### src/mandel_defines.svh
/*
 * Mandelbrot renderer parameters
 * Frame size, number format, iteration limit and cluster sizing
 */

`ifndef MANDEL_DEFINES_SVH
`define MANDEL_DEFINES_SVH

// Frame geometry, shrunk for short runs
`define MANDEL_H_DISPLAY    16
`define MANDEL_V_DISPLAY    8

// Q4.12 fixed point
`define MANDEL_FRAC_BITS    12
`define MANDEL_MAX_ITER     31
`define MANDEL_THRESHOLD    (4 << `MANDEL_FRAC_BITS)   // |z|^2 bound, no sqrt

// Cluster and buffering
`define MANDEL_NUM_ENGINES  2
`define MANDEL_FIFO_DEPTH   4           // Also the credit count per frame

// Avalon write master widths
`define MANDEL_AVN_AW       19
`define MANDEL_AVN_DW       16

`endif

### src/mandel_num_pkg.sv
/*
 * Mandelbrot number types
 * Fixed-point coordinates, iteration counts, pixel addresses and the view
 */

`include "mandel_defines.svh"

package mandel_num_pkg;

    // ******************************
    // Types
    // ******************************
    typedef logic signed [15:0] fix_t;                              // Q4.12
    typedef logic [$clog2(`MANDEL_MAX_ITER + 1)-1:0] iter_t;        // 5 bits for 31
    typedef logic [`MANDEL_AVN_AW-1:0] addr_t;                      // x + y*H_DISPLAY

    // ******************************
    // Fixed view of the plane
    // ******************************
    // Real axis spans 3.0 over the line
    localparam fix_t DELTA_X = fix_t'((3 << `MANDEL_FRAC_BITS) / `MANDEL_H_DISPLAY);
    // Imaginary axis spans 2.0 over the frame
    localparam fix_t DELTA_Y = fix_t'((2 << `MANDEL_FRAC_BITS) / `MANDEL_V_DISPLAY);
    localparam fix_t START_X = fix_t'(-(2 << `MANDEL_FRAC_BITS));   // -2.0
    localparam fix_t START_Y = fix_t'(-(1 << `MANDEL_FRAC_BITS));   // -1.0

endpackage

### src/mandel_ctrl_pkg.sv
/*
 * Mandelbrot control encodings
 * State enums of the scanner, escape engine and VRAM writer
 */

package mandel_ctrl_pkg;

    // Frame walk
    typedef enum logic [1:0] {
        IDLE,       // Waiting for the first start
        SCAN,       // Issuing pixels
        DRAIN,      // All issued, words still outstanding
        DONE        // Every credit back
    } scan_state_e;

    // One escape-time engine
    typedef enum logic [1:0] {
        FREE,       // Ready for a job
        ITERATE,    // z = z*z + c once per clock
        REPORT      // Result on the port for one cycle
    } eng_state_e;

    // Avalon side of the writer
    typedef enum logic {
        EMPTY_WAIT, // Nothing presented
        WRITING     // Word on the bus until accepted
    } wr_state_e;

endpackage

### src/mandel_job_if.sv
/*
 * Pixel job channel
 * Carries one point c and its address from the scanner to one engine
 */

`timescale 1ns/1ps

interface mandel_job_if import mandel_num_pkg::*; ();

    logic  job_valid;       // One-cycle dispatch strobe
    fix_t  job_cr;          // Real part of c
    fix_t  job_ci;          // Imaginary part of c
    addr_t job_addr;        // Pixel address in VRAM
    logic  engine_busy;     // From job accept until result shown

    // Scanner side
    modport scanner (
        output job_valid,
        output job_cr,
        output job_ci,
        output job_addr,
        input  engine_busy
    );

    // Engine side
    modport engine (
        input  job_valid,
        input  job_cr,
        input  job_ci,
        input  job_addr,
        output engine_busy
    );

endinterface

### src/pixel_scanner.sv
/*
 * Pixel scanner
 * Walks the frame, steps c by the view deltas and hands each pixel
 * to the lowest idle engine while a FIFO credit is held
 */

`timescale 1ns/1ps
`include "mandel_defines.svh"

module pixel_scanner import mandel_num_pkg::*, mandel_ctrl_pkg::*; (
    input  logic          clk,
    input  logic          arst_n,
    input  logic          start,
    input  logic          credit_return,
    mandel_job_if.scanner jobs [`MANDEL_NUM_ENGINES],
    output logic          frame_dispatched
);

    localparam int N  = `MANDEL_NUM_ENGINES;
    localparam int XW = $clog2(`MANDEL_H_DISPLAY);
    localparam int YW = $clog2(`MANDEL_V_DISPLAY);
    localparam int CW = $clog2(`MANDEL_FIFO_DEPTH + 1);
    localparam logic [CW-1:0] FULL_CRED = CW'(`MANDEL_FIFO_DEPTH);

    scan_state_e   state;
    logic [XW-1:0] x_cnt;
    logic [YW-1:0] y_cnt;
    fix_t          cr;              // Running real coordinate
    fix_t          ci;              // Running imaginary coordinate
    addr_t         addr;            // Running pixel address
    logic [CW-1:0] credits;         // Free FIFO slots not yet spent
    logic [N-1:0]  busy;
    logic [N-1:0]  free;
    logic [N-1:0]  grant;
    logic          dispatch;
    logic          last_x;
    logic          last_y;
    logic          drained;
    logic          frame_go;

    // ******************************
    // Job fan-out
    // ******************************
    for (genvar g = 0; g < N; g++) begin : g_jobs
        assign busy[g]           = jobs[g].engine_busy;
        assign jobs[g].job_valid = grant[g];       // Only the granted engine sees it
        assign jobs[g].job_cr    = cr;
        assign jobs[g].job_ci    = ci;
        assign jobs[g].job_addr  = addr;
    end

    assign free     = ~busy;
    assign dispatch = (state == SCAN) && (credits != '0) && (|free);
    assign grant    = dispatch ? (free & (~free + 1'b1)) : '0;   // Lowest set bit
    assign last_x   = (x_cnt == XW'(`MANDEL_H_DISPLAY - 1));
    assign last_y   = (y_cnt == YW'(`MANDEL_V_DISPLAY - 1));
    assign drained  = (state == DRAIN) && (credits == FULL_CRED);   // Last word taken
    assign frame_go = start && (state == IDLE || state == DONE || drained);

    assign frame_dispatched = (state == DRAIN) || (state == DONE);

    // ******************************
    // Frame walk and credits
    // ******************************
    always_ff @(posedge clk or negedge arst_n) begin
        if (!arst_n) begin
            state   <= IDLE;
            x_cnt   <= '0;
            y_cnt   <= '0;
            cr      <= START_X;
            ci      <= START_Y;
            addr    <= '0;
            credits <= '0;
        end else if (frame_go) begin
            state   <= SCAN;            // Fresh frame from the top-left corner
            x_cnt   <= '0;
            y_cnt   <= '0;
            cr      <= START_X;
            ci      <= START_Y;
            addr    <= '0;
            credits <= FULL_CRED;
        end else begin
            credits <= credits - CW'(dispatch) + CW'(credit_return);
            if (dispatch) begin
                addr <= addr + 1'b1;    // Row-major, so the address just counts
                if (last_x) begin
                    x_cnt <= '0;
                    cr    <= START_X;
                    y_cnt <= y_cnt + 1'b1;
                    ci    <= ci + DELTA_Y;
                    if (last_y) begin
                        state <= DRAIN;
                    end
                end else begin
                    x_cnt <= x_cnt + 1'b1;
                    cr    <= cr + DELTA_X;
                end
            end
            // All words written once every credit has come home
            if (drained) begin
                state <= DONE;
            end
        end
    end

endmodule

### src/escape_engine.sv
/*
 * Escape-time engine
 * Iterates z = z*z + c one step per clock until |z|^2 passes the
 * threshold or the limit is hit, then reports the count for one cycle
 */

`timescale 1ns/1ps
`include "mandel_defines.svh"

module escape_engine import mandel_num_pkg::*, mandel_ctrl_pkg::*; (
    input  logic         clk,
    input  logic         arst_n,
    mandel_job_if.engine job,
    output logic         res_valid,
    output addr_t        res_addr,
    output iter_t        res_iter
);

    localparam int                 FRAC     = `MANDEL_FRAC_BITS;
    localparam logic signed [31:0] THRESH   = `MANDEL_THRESHOLD;
    localparam iter_t              MAX_ITER = iter_t'(`MANDEL_MAX_ITER);

    eng_state_e state;

    // Working point, loaded per job
    fix_t  zr;
    fix_t  zi;
    fix_t  cr;
    fix_t  ci;
    addr_t addr;
    iter_t count;

    // ******************************
    // One iteration, combinational
    // ******************************
    logic signed [31:0] p_rr;   // zr*zr, Q8.24
    logic signed [31:0] p_ii;   // zi*zi, Q8.24
    logic signed [31:0] p_ri;   // zr*zi, Q8.24
    logic signed [31:0] s_rr;
    logic signed [31:0] s_ii;
    logic signed [31:0] s_ri;
    logic signed [31:0] mag;    // |z|^2 kept wide, never wraps
    logic               escape;

    assign p_rr = zr * zr;
    assign p_ii = zi * zi;
    assign p_ri = zr * zi;

    // Back to Q.12 with the sign kept
    assign s_rr = p_rr >>> FRAC;
    assign s_ii = p_ii >>> FRAC;
    assign s_ri = p_ri >>> (FRAC - 1);     // Doubling folded into the shift

    assign mag    = s_rr + s_ii;
    assign escape = (count == MAX_ITER) || (mag > THRESH);

    // ******************************
    // Control
    // ******************************
    always_ff @(posedge clk or negedge arst_n) begin
        if (!arst_n) begin
            state <= FREE;
        end else begin
            case (state)
                FREE:    if (job.job_valid) state <= ITERATE;
                ITERATE: if (escape) state <= REPORT;     // Stop test on current z
                REPORT:  state <= FREE;
                default: state <= FREE;
            endcase
        end
    end

    // Point registers
    always_ff @(posedge clk) begin
        if (state == FREE && job.job_valid) begin
            zr    <= '0;                // z starts at the origin
            zi    <= '0;
            cr    <= job.job_cr;
            ci    <= job.job_ci;
            addr  <= job.job_addr;
            count <= '0;
        end else if (state == ITERATE && !escape) begin
            zr    <= fix_t'(s_rr - s_ii + cr);   // Wraps to 16 bits
            zi    <= fix_t'(s_ri + ci);
            count <= count + 1'b1;
        end
    end

    // Busy from the cycle after job_valid through REPORT
    assign job.engine_busy = (state != FREE);

    assign res_valid = (state == REPORT);
    assign res_addr  = addr;
    assign res_iter  = count;

endmodule

### src/vram_writer.sv
/*
 * VRAM writer
 * Stages engine results, merges them into a circular FIFO and drives
 * the Avalon-MM write master, returning one credit per accepted word
 */

`timescale 1ns/1ps
`include "mandel_defines.svh"

module vram_writer import mandel_num_pkg::*, mandel_ctrl_pkg::*; (
    input  logic                          clk,
    input  logic                          arst_n,
    input  logic [`MANDEL_NUM_ENGINES-1:0] res_valid,
    input  addr_t                         res_addr [`MANDEL_NUM_ENGINES],
    input  iter_t                         res_iter [`MANDEL_NUM_ENGINES],
    input  logic                          frame_dispatched,
    output logic                          credit_return,
    output logic                          done,
    output logic [`MANDEL_AVN_AW-1:0]     avn_address,
    output logic                          avn_write,
    output logic [`MANDEL_AVN_DW-1:0]     avn_writedata,
    input  logic                          avn_waitrequest
);

    localparam int N     = `MANDEL_NUM_ENGINES;
    localparam int DEPTH = `MANDEL_FIFO_DEPTH;
    localparam int PW    = $clog2(DEPTH);
    localparam int CW    = $clog2(DEPTH + 1);
    localparam int DW    = `MANDEL_AVN_DW;
    localparam int TOTAL = `MANDEL_H_DISPLAY * `MANDEL_V_DISPLAY;
    localparam int WW    = $clog2(TOTAL + 1);

    logic [N-1:0]  stg_valid;
    logic [N-1:0]  pick;
    addr_t         stg_addr [N];
    iter_t         stg_iter [N];
    addr_t         push_addr;
    iter_t         push_iter;
    logic          push;
    addr_t         fifo_addr [DEPTH];
    iter_t         fifo_iter [DEPTH];
    logic [PW-1:0] wr_ptr;
    logic [PW-1:0] rd_ptr;
    logic [CW-1:0] fifo_cnt;
    logic          pop;
    logic          accept;
    wr_state_e     wr_state;
    logic [WW-1:0] words;           // Accepted in this frame

    // ******************************
    // Staging and merge
    // ******************************
    assign pick = stg_valid & (~stg_valid + 1'b1);   // Lowest engine index wins
    assign push = |stg_valid;

    always_ff @(posedge clk or negedge arst_n) begin
        if (!arst_n) begin
            stg_valid <= '0;
        end else begin
            stg_valid <= (stg_valid & ~pick) | res_valid;  // New pulse always lands
        end
    end

    always_ff @(posedge clk) begin
        for (int e = 0; e < N; e++) begin
            if (res_valid[e]) begin
                stg_addr[e] <= res_addr[e];
                stg_iter[e] <= res_iter[e];
            end
        end
    end

    always_comb begin
        push_addr = '0;
        push_iter = '0;
        for (int e = 0; e < N; e++) begin
            if (pick[e]) begin
                push_addr = stg_addr[e];
                push_iter = stg_iter[e];
            end
        end
    end

    // ******************************
    // Result FIFO
    // ******************************
    // Credits bound the fill, so a push never finds it full
    always_ff @(posedge clk) begin
        if (push) begin
            fifo_addr[wr_ptr] <= push_addr;
            fifo_iter[wr_ptr] <= push_iter;
        end
    end

    always_ff @(posedge clk or negedge arst_n) begin
        if (!arst_n) begin
            wr_ptr   <= '0;
            rd_ptr   <= '0;
            fifo_cnt <= '0;
        end else begin
            wr_ptr   <= wr_ptr + PW'(push);       // Power-of-two depth wraps itself
            rd_ptr   <= rd_ptr + PW'(pop);
            fifo_cnt <= fifo_cnt + CW'(push) - CW'(pop);
        end
    end

    // ******************************
    // Avalon write master
    // ******************************
    assign accept        = (wr_state == WRITING) && !avn_waitrequest;
    assign pop           = (fifo_cnt != '0) && (wr_state == EMPTY_WAIT || accept);
    assign avn_write     = (wr_state == WRITING);
    assign credit_return = accept;                 // One slot freed per word

    always_ff @(posedge clk or negedge arst_n) begin
        if (!arst_n) begin
            wr_state <= EMPTY_WAIT;
        end else if (pop) begin
            wr_state <= WRITING;        // Back-to-back when more is queued
        end else if (accept) begin
            wr_state <= EMPTY_WAIT;
        end
    end

    // Held through waitrequest, only reloaded on pop
    always_ff @(posedge clk) begin
        if (pop) begin
            avn_address   <= fifo_addr[rd_ptr];
            avn_writedata <= DW'(fifo_iter[rd_ptr]);   // Zero-extended count
        end
    end

    // Frame completion, cleared once the scanner starts over
    always_ff @(posedge clk or negedge arst_n) begin
        if (!arst_n) begin
            words <= '0;
            done  <= 1'b0;
        end else if (done && !frame_dispatched) begin
            words <= '0;
            done  <= 1'b0;
        end else begin
            words <= words + WW'(accept);
            if (frame_dispatched && accept && words == WW'(TOTAL - 1)) begin
                done <= 1'b1;           // Cycle after the last word
            end
        end
    end

endmodule

### src/mandel_core.sv
/*
 * Mandelbrot renderer core
 * Scanner, escape-engine cluster and VRAM writer behind an
 * Avalon-MM write master
 */

`timescale 1ns/1ps
`include "mandel_defines.svh"

module mandel_core import mandel_num_pkg::*; (
    input  logic                      clk,
    input  logic                      arst_n,
    input  logic                      start,            // One-cycle pulse
    output logic                      done,             // Level until next start
    output logic [`MANDEL_AVN_AW-1:0] avn_address,
    output logic                      avn_write,
    output logic [`MANDEL_AVN_DW-1:0] avn_writedata,
    input  logic                      avn_waitrequest
);

    localparam int N = `MANDEL_NUM_ENGINES;

    // Engine results
    logic [N-1:0] res_valid;
    addr_t        res_addr [N];
    iter_t        res_iter [N];

    // Credit loop and frame status
    logic         credit_return;
    logic         frame_dispatched;

    // One job channel per engine
    mandel_job_if job_if [N] ();

    // ******************************
    // Scanner
    // ******************************
    pixel_scanner u_scanner (
        .clk              (clk),
        .arst_n           (arst_n),
        .start            (start),
        .credit_return    (credit_return),
        .jobs             (job_if),
        .frame_dispatched (frame_dispatched)
    );

    // ******************************
    // Engine cluster
    // ******************************
    for (genvar g = 0; g < N; g++) begin : g_engine
        escape_engine u_engine (
            .clk       (clk),
            .arst_n    (arst_n),
            .job       (job_if[g]),
            .res_valid (res_valid[g]),
            .res_addr  (res_addr[g]),
            .res_iter  (res_iter[g])
        );
    end

    // ******************************
    // Writer
    // ******************************
    vram_writer u_writer (
        .clk              (clk),
        .arst_n           (arst_n),
        .res_valid        (res_valid),
        .res_addr         (res_addr),
        .res_iter         (res_iter),
        .frame_dispatched (frame_dispatched),
        .credit_return    (credit_return),
        .done             (done),
        .avn_address      (avn_address),
        .avn_write        (avn_write),
        .avn_writedata    (avn_writedata),
        .avn_waitrequest  (avn_waitrequest)
    );

endmodule

### config.mk
export PLATFORM = sky130hd
export DESIGN_NAME = mandel_core
export DESIGN_NICKNAME = d
export VERILOG_FILES = /design/src/mandel_num_pkg.sv /design/src/mandel_ctrl_pkg.sv /design/src/mandel_job_if.sv /design/src/pixel_scanner.sv /design/src/escape_engine.sv /design/src/vram_writer.sv /design/src/mandel_core.sv
export VERILOG_INCLUDE_DIRS = /design/src /design/src/src
export SDC_FILE = /design/constraint.sdc
export NUM_CORES = 2
export LEC_CHECK = 0
export BUFFER_PORTS_ARGS = -buffer_cell sky130_fd_sc_hd__buf_4
export CAP_MARGIN = 30
export CELL_PAD_IN_SITES_DETAIL_PLACEMENT = 1
export CELL_PAD_IN_SITES_GLOBAL_PLACEMENT = 1
export CORE_MARGIN = 3
export CORE_UTILIZATION = 55
export DETAILED_ROUTE_END_ITERATION = 6
export PLACE_DENSITY_LB_ADDON = 0.12
export SLEW_MARGIN = 5
export SYNTH_ARGS = -nofsm -noshare
export SYNTH_HDL_FRONTEND = slang
export SYNTH_SLANG_ARGS = --single-unit
### constraint.sdc
create_clock -name clk -period 19.1 [get_ports clk]
set_input_delay 1.91 -clock clk [delete_from_list [all_inputs] [get_ports clk]]
set_output_delay 1.91 -clock clk [all_outputs]
set_load 0.05 [all_outputs]
Yosys cells after proc, flatten, opt, wreduce, memory -nomap -nowiden
Memories as Yosys holds them, arrays and structs flattened. A register that Yosys moved wholly into a read port is not among the register bits.
Cells that the tools add are included.
Storage, ports and cells
  output and inout port bits: 37
  memories kept: 4
  register bits: 262
  input port bits: 4
  word-level logic and storage cells: 175
  RAM bits: 144
Operators by class
  $mul: 6
  $add $sub $neg: 24
  multiplexer cells: 42
  reductions and logical operators: 43
  equal/unequal tests: 17
  $lt $le $gt $ge: 2
  bitwise operators: 9
Memory list
  u_writer.fifo_addr: words 4, width 19, rd ports 1, clocked after Yosys merged registers in 1, write ports 1, line vram_writer.sv:40  | addr_t fifo_addr [DEPTH];
  u_writer.stg_addr: words 2, width 19, rd ports 2, clocked after Yosys merged registers in 0, write ports 2, line vram_writer.sv:35  | addr_t stg_addr [N];
  u_writer.fifo_iter: words 4, width 5, rd ports 1, clocked after Yosys merged registers in 1, write ports 1, line vram_writer.sv:41  | iter_t fifo_iter [DEPTH];
  u_writer.stg_iter: words 2, width 5, rd ports 2, clocked after Yosys merged registers in 0, write ports 2, line vram_writer.sv:36  | iter_t stg_iter [N];
Operators by type and width (number)
  multiplier 16 x 16 -> 32 bit: 4
  2-to-1 mux 16 bit: 6
  2-to-1 mux 19 bit: 4
  adder 16 bit: 4
  > comparator 32 x 16 -> 1 bit, second input constant: 2
  multiplier 16 x 16 -> 27 bit: 2
  adder 20 x 20 -> 21 bit: 2
  subtractor 16 bit: 2
  2-to-1 mux 2 bit: 10
  adder 19 x 1 -> 19 bit, second input constant: 1
  adder 16 x 11 -> 16 bit, second input constant: 1
  adder 16 x 12 -> 16 bit, second input constant: 1
  nonzero test 3 bit: 5
  logical AND 1 bit: 13
  2-to-1 mux 3 bit: 4
  2-to-1 mux 4 bit: 3
  nonzero test 2 bit: 6
  adder 5 x 1 -> 5 bit, second input constant: 2
  == test 5 bit, second input constant: 2
  2-to-1 mux 1 bit: 10
  2-to-1 mux 5 bit: 2
  adder 8 x 1 -> 8 bit: 1
  == test 2 bit, second input constant: 4
  == test 8 x 7 -> 1 bit, second input constant: 1
  other kinds (23): 51

Logic depth before layout (Yosys ltp)
  word-level depth: 8
  depth in mapped cells: 40
  mapped depth without buffers: 38

Hierarchy
From an unflattened synthesis, not the netlist that was laid out.
Unflattened totals
  cell total of the unflattened synthesis: 7360
  area total of the unflattened synthesis: 72180.5 µm²
Modules (own cells, without submodules)
  escape_engine (g_engine[0].u_engine): times used 1, cells each 3392, area an instance 31401.4 µm², sequential area each 2322.2 µm²
  escape_engine (g_engine[1].u_engine): times used 1, cells each 3325, area an instance 30994.7 µm², sequential area each 2322.2 µm²
  vram_writer: times used 1, cells each 315, area an instance 6837.8 µm², sequential area each 5520.3 µm²
  pixel_scanner: times used 1, cells each 328, area an instance 2946.6 µm², sequential area each 1134.8 µm²

Worst setup path before layout
OpenSTA, ideal clock, no wires.
  path type: register -> register
  start point: register g_engine[0].u_engine.zr[15]
  end point: register g_engine[0].u_engine.zi[4]
  arrival time: 8.939 ns
  setup slack: 10.046 ns
  stages on the path, launching flop included: 36
  buffers on the path: 3
  period minus slack after synthesis: 9.054 ns
  required time: 18.985 ns
  library setup time: 0.115 ns
  cell sequence: dfxtp_1 -> clkbuf_1 -> inv_1 -> buf_1 -> nor2_1 -> fa_1 -> inv_1 -> fa_1 -> inv_1 -> fa_1 -> fa_1 -> fa_1 -> fa_1 -> ha_1 -> a21o_1 -> a21o_1 -> a21oi_1 -> o21ai_0 -> a2111oi_2 -> nor4b_2 -> o21a_1 -> o21a_1 -> a311o_1 -> ha_1 -> nor4b_1 -> a21oi_1 -> o211ai_1 -> a211o_1 -> a2111oi_1 -> o2111ai_1 -> o21bai_2 -> nand2_1 -> o22ai_4 -> nor2_4 -> buf_6 -> a31o_1
Between the ends
  cells in the longest elaborated chain, start to end: 6
  elaborated cells between the ends (all ways): 8
  those cells by class: add/sub (2); mul (2); order compare (1); reduce/logical (3)
RTL lines
  start: declaration: line escape_engine.sv:26  | fix_t zr;
  start signal: assignment: line escape_engine.sv:83  | zr <= fix_t'(s_rr - s_ii + cr);
  multiplier 16 x 16 -> 32 bit: line escape_engine.sv:45  | assign p_rr = zr * zr;
  adder 20 x 20 -> 21 bit: line escape_engine.sv:54  | assign mag = s_rr + s_ii;
  > comparator 32 x 16 -> 1 bit: line escape_engine.sv:55  | assign escape = (count == MAX_ITER) || (mag > THRESH);
  logical OR 1 bit: line escape_engine.sv:55
  zero test 1 bit: line escape_engine.sv:82  | end else if (state == ITERATE && !escape) begin
  logical AND 1 bit: line escape_engine.sv:82
  end signal: assignment: line escape_engine.sv:84  | zi <= fix_t'(s_ri + ci);
  end: declaration: line escape_engine.sv:27  | fix_t zi;
Several ways; a longest one is shown, not always the timed one.
A chain may end at the register's enable or synchronous reset.

Worst setup path in the final report
  start point: register g_engine[1].u_engine.zr[14]
  end point: register g_engine[1].u_engine.zi[6]
Between the ends
  cells in the longest elaborated chain, start to end: 6
  elaborated cells between the ends (all ways): 8
  those cells by class: add/sub (2); mul (2); order compare (1); reduce/logical (3)
RTL lines (line)
  start: declaration: escape_engine.sv:26
  start signal: assignment: escape_engine.sv:83
  multiplier 16 x 16 -> 32 bit: escape_engine.sv:45
  adder 20 x 20 -> 21 bit: escape_engine.sv:54
  > comparator 32 x 16 -> 1 bit: escape_engine.sv:55
  logical OR 1 bit: escape_engine.sv:55
  zero test 1 bit: escape_engine.sv:82
  logical AND 1 bit: escape_engine.sv:82
  end signal: assignment: escape_engine.sv:84
  end: declaration: escape_engine.sv:27
Several ways; a longest one is shown, not always the timed one.

==> flow_metrics.env <==
export IMPL_status="finished clean"
export IMPL_rsz0062_at_grt="false"
export IMPL_multi_input_area_um2=50890
export IMPL_synth_simple_area_share=0.1125
export IMPL_synthMuxAreaShare=0.01655
export IMPL_finalWeightedCongestion=0.8789
export IMPL_layout_commonest_cell="inv_1"
export IMPL_ys_warn_count=0
export IMPL_regArea_um2=10220
export IMPL_clk_latency_ns=0.62
export IMPL_fmax_mhz=91.32
export IMPL_dpl_hpwl_mm=152.2
export IMPL_slowest_delay_ns=0.64
export IMPL_antenna_left=0
export IMPL_vias=48290
export IMPL_synth_edff_count=234
export IMPL_path_delay_family="adder cells"
export IMPL_end_kind="register"
export IMPL_first_iter_violations=2911
export IMPL_hold_end="u_writer.stg_addr[0][23]"
export IMPL_clockBufferDepth=3
export IMPL_cp_max_fo=37
export IMPL_antenna_found_initial=2
export IMPL_drive_above_1_share=0.04326
export IMPL_grt_pass1_vias=56450
export IMPL_fillers=13980
export IMPL_wire_per_inst_um=22.04
export IMPL_hold_viol=0
export IMPL_maxSlewViolCount=0
export IMPL_cts_setup_buffers=0
export IMPL_first_pass_iters=5
export IMPL_synth_compound_area_frac=0.05098
export IMPL_fin_crit_sh=0.5733
export IMPL_core_area_um2=124300
export IMPL_tightestPinTransition_ns=1.154
export IMPL_ys_seq_elements=376
export IMPL_cp_arrival_ns=11.41
export IMPL_fin_ws_ns=8.150
export IMPL_r2r_end="g_engine[1].u_engine.zi[6]"
export IMPL_skew_ns=0.07588
export IMPL_hold_path_depth=0
export IMPL_timing_rr_start="g_engine[1].u_engine.zr[14]"
export IMPL_synth_main_ff_cell="edfxtp_1"
export IMPL_synthAdderAreaFrac=0.5168
export IMPL_portBuffers=29
export IMPL_placementRows=129
export IMPL_regToRegSetupSlack_ns=8.15
export IMPL_setup_viol=0
export IMPL_grt_first_pass_wirelength_mm=312.7
export IMPL_num_nets_final=9065
export IMPL_synthXorXnorAreaFrac=0.03773
export IMPL_die_area_um2=130100
export IMPL_clock_root_buffer="clkbuf_16"
export IMPL_drc_errors=0
export IMPL_yosysTopAreaCell="fa_1"
export IMPL_top_level_ports=41
export IMPL_htree_levels=2
export IMPL_clock_sinks=376
export IMPL_viasPerCell=5.542
export IMPL_post_place_ws_ns=7.722
export IMPL_synth_top_family_by_area="adder cells"
export IMPL_critical_path_required_ns=19.56
export IMPL_reg2reg_depth=35
export IMPL_netlist_area_um2=69170
export IMPL_globalRoute_totalOverflow=0
export IMPL_cp_num_buf_inv=6
export IMPL_cpMostUsedCell="fa_1"
export IMPL_yosys_cell_types_count=100
export IMPL_cts_repair_resized=0
export IMPL_cpMaxStageDelayCell="o41ai_1"
export IMPL_synthArstFlopShare=0.1809
export IMPL_grt_util_all_layers=0.3073
export IMPL_synth_top_area_share=0.4038
export IMPL_syn_to_final_growth_pct=5.069
export IMPL_cts_clk_slew_worst_paths_ns=0.06
export IMPL_critPathLaunchType="register"
export IMPL_critPathKind="register to register"
export IMPL_fin_tns_setup_ns=0
export IMPL_die_h_um=360.6
export IMPL_final_cell_mix="inv_1, fa_1, nand2_1"
export IMPL_numCtsBuffers=42
export IMPL_post_route_min_period_ns=10.95
export IMPL_syn_avg_cell_area_um2=9.716
export IMPL_max_cap_violations=0
export IMPL_hold_class="register to register"
export IMPL_hold_start="g_engine[1].u_engine.res_addr[4]"
export IMPL_maxSlewHeadroom=0.2236
export IMPL_postCtsHoldBufs=0
export IMPL_synthTopCellsByArea="fa_1, ha_1, edfxtp_1"
export IMPL_totalWireLength_mm=192.1
export IMPL_netlist_instances=7119
export IMPL_start_util=0.5565
export IMPL_tritoncts="yes"
export IMPL_synth_seq_area_share=0.1477
export IMPL_grt_max_degree=67
export IMPL_die_width_um=360.6
==> synthesized netlist by cell type, types with 20 or more instances <==
| master | number |
|---|---|
| inv_1 | 1866 |
| fa_1 | 1395 |
| nand2_1 | 689 |
| ha_1 | 625 |
| nor2_1 | 379 |
| and2_1 | 260 |
| edfxtp_1 | 234 |
| clkbuf_1 | 225 |
| xnor2_1 | 212 |
| a21oi_1 | 153 |
| xor2_1 | 86 |
| o21ai_0 | 76 |
| dfxtp_1 | 74 |
| nor3_1 | 74 |
| dfrtp_1 | 61 |
| mux2i_1 | 51 |
| a21o_1 | 48 |
| nand3_1 | 46 |
| nor2b_1 | 41 |
| nand2b_1 | 39 |
| and3_1 | 33 |
| nand4_1 | 31 |
| a22o_1 | 26 |
| o21a_1 | 26 |
| mux4_2 | 24 |
| o21bai_1 | 20 |
| or2_2 | 20 |
==> through the flow <==
step	util	hold WS (ns)	area (um^2)	std cells
finish	0.5847	0.4142	72670	8713
global route	0.5847	0.4241	72670	8711
CTS	0.5844	0.4142	72620	8708
detailed placement	0.5728	0.4061	71190	8631
global placement	0.5726	0.4007	71160	8630
floorplan	-	0.4003	69210	7131
==> cell families (layout without fill, tap and decap cells) <==
family                   Yosys count  in the layout
other                              1             15
XOR/XNOR                         298            298
flip-flops                       376            376
multiplexers                      83             83
AO/OA/AOI/OAI                    515            515
adder cells (fa/ha/maj)         2020           2020
buffers and inverters           2146           2089
AND/OR/NAND/NOR                 1680           1680
==> metal layers <==
metal	GRT usage	share of wire	up-vias
li1	-	-	21210
met1	0.4184	0.43	25590
met2	0.5312	0.50	1208
met3	0.03860	0.054	279
met4	0.06549	0.022	4
met5	0	0.00011	-
==> state kept, by name, summed over array words and instances (netlist names), 12 cells and up <==
signal / flops
g_engine.u_engine.zr: 32
u_writer.stg_addr: 38
g_engine.u_engine.zi: 32
g_engine.u_engine.ci: 12
u_writer.avn_address: 19
u_writer.fifo_addr: 76
g_engine.u_engine.cr: 16
u_scanner.jobs.job_addr: 19
g_engine.u_engine.res_addr: 38
u_writer.fifo_iter: 20
==> worst max path at each step <==
stage	end	cells after the start	startpoint
2_1_floorplan	g_engine[0].u_engine.zi[4]	35	g_engine[0].u_engine.zr[15]
3_3_place_gp	g_engine[1].u_engine.zi[6]	35	g_engine[1].u_engine.zr[14]
3_5_place_dp	g_engine[1].u_engine.zi[1]	35	g_engine[1].u_engine.zr[14]
4_1_cts	g_engine[1].u_engine.zi[6]	35	g_engine[1].u_engine.zr[14]
5_1_grt	g_engine[1].u_engine.zi[6]	37	g_engine[1].u_engine.zi[13]
6_report	g_engine[1].u_engine.zi[6]	35	g_engine[1].u_engine.zr[14]
==> layout make-up <==
| cell class | instances | area share |
|---|---|---|
| clock buffers | 51 | 0.01591 |
| inverters | 1884 | 0.09731 |
| clock inverters | 26 | 0.003839 |
| multi-input cells | 4609 | 0.7003 |
| repair buffers | 128 | 0.01379 |
| flip-flops and latches | 376 | 0.1406 |
| diodes | 2 | 0.00006887 |
| well taps | 1637 | 0.02818 |
==> worst register-to-register path: cells and delay by family, from the launching register on <==
kind	cells	cell delay, ns
multiplexers	2	0.45
adder cells (fa/ha/maj)	8	3.63
buffers and inverters	6	1.36
AND/OR/NAND/NOR	6	1.33
AO/OA/AOI/OAI	13	3.47
flip-flops	1	0.59
Power is left out: the tool's default activity adds up to more than one toggle a clock period on the data nets, which glitch-free logic cannot reach.
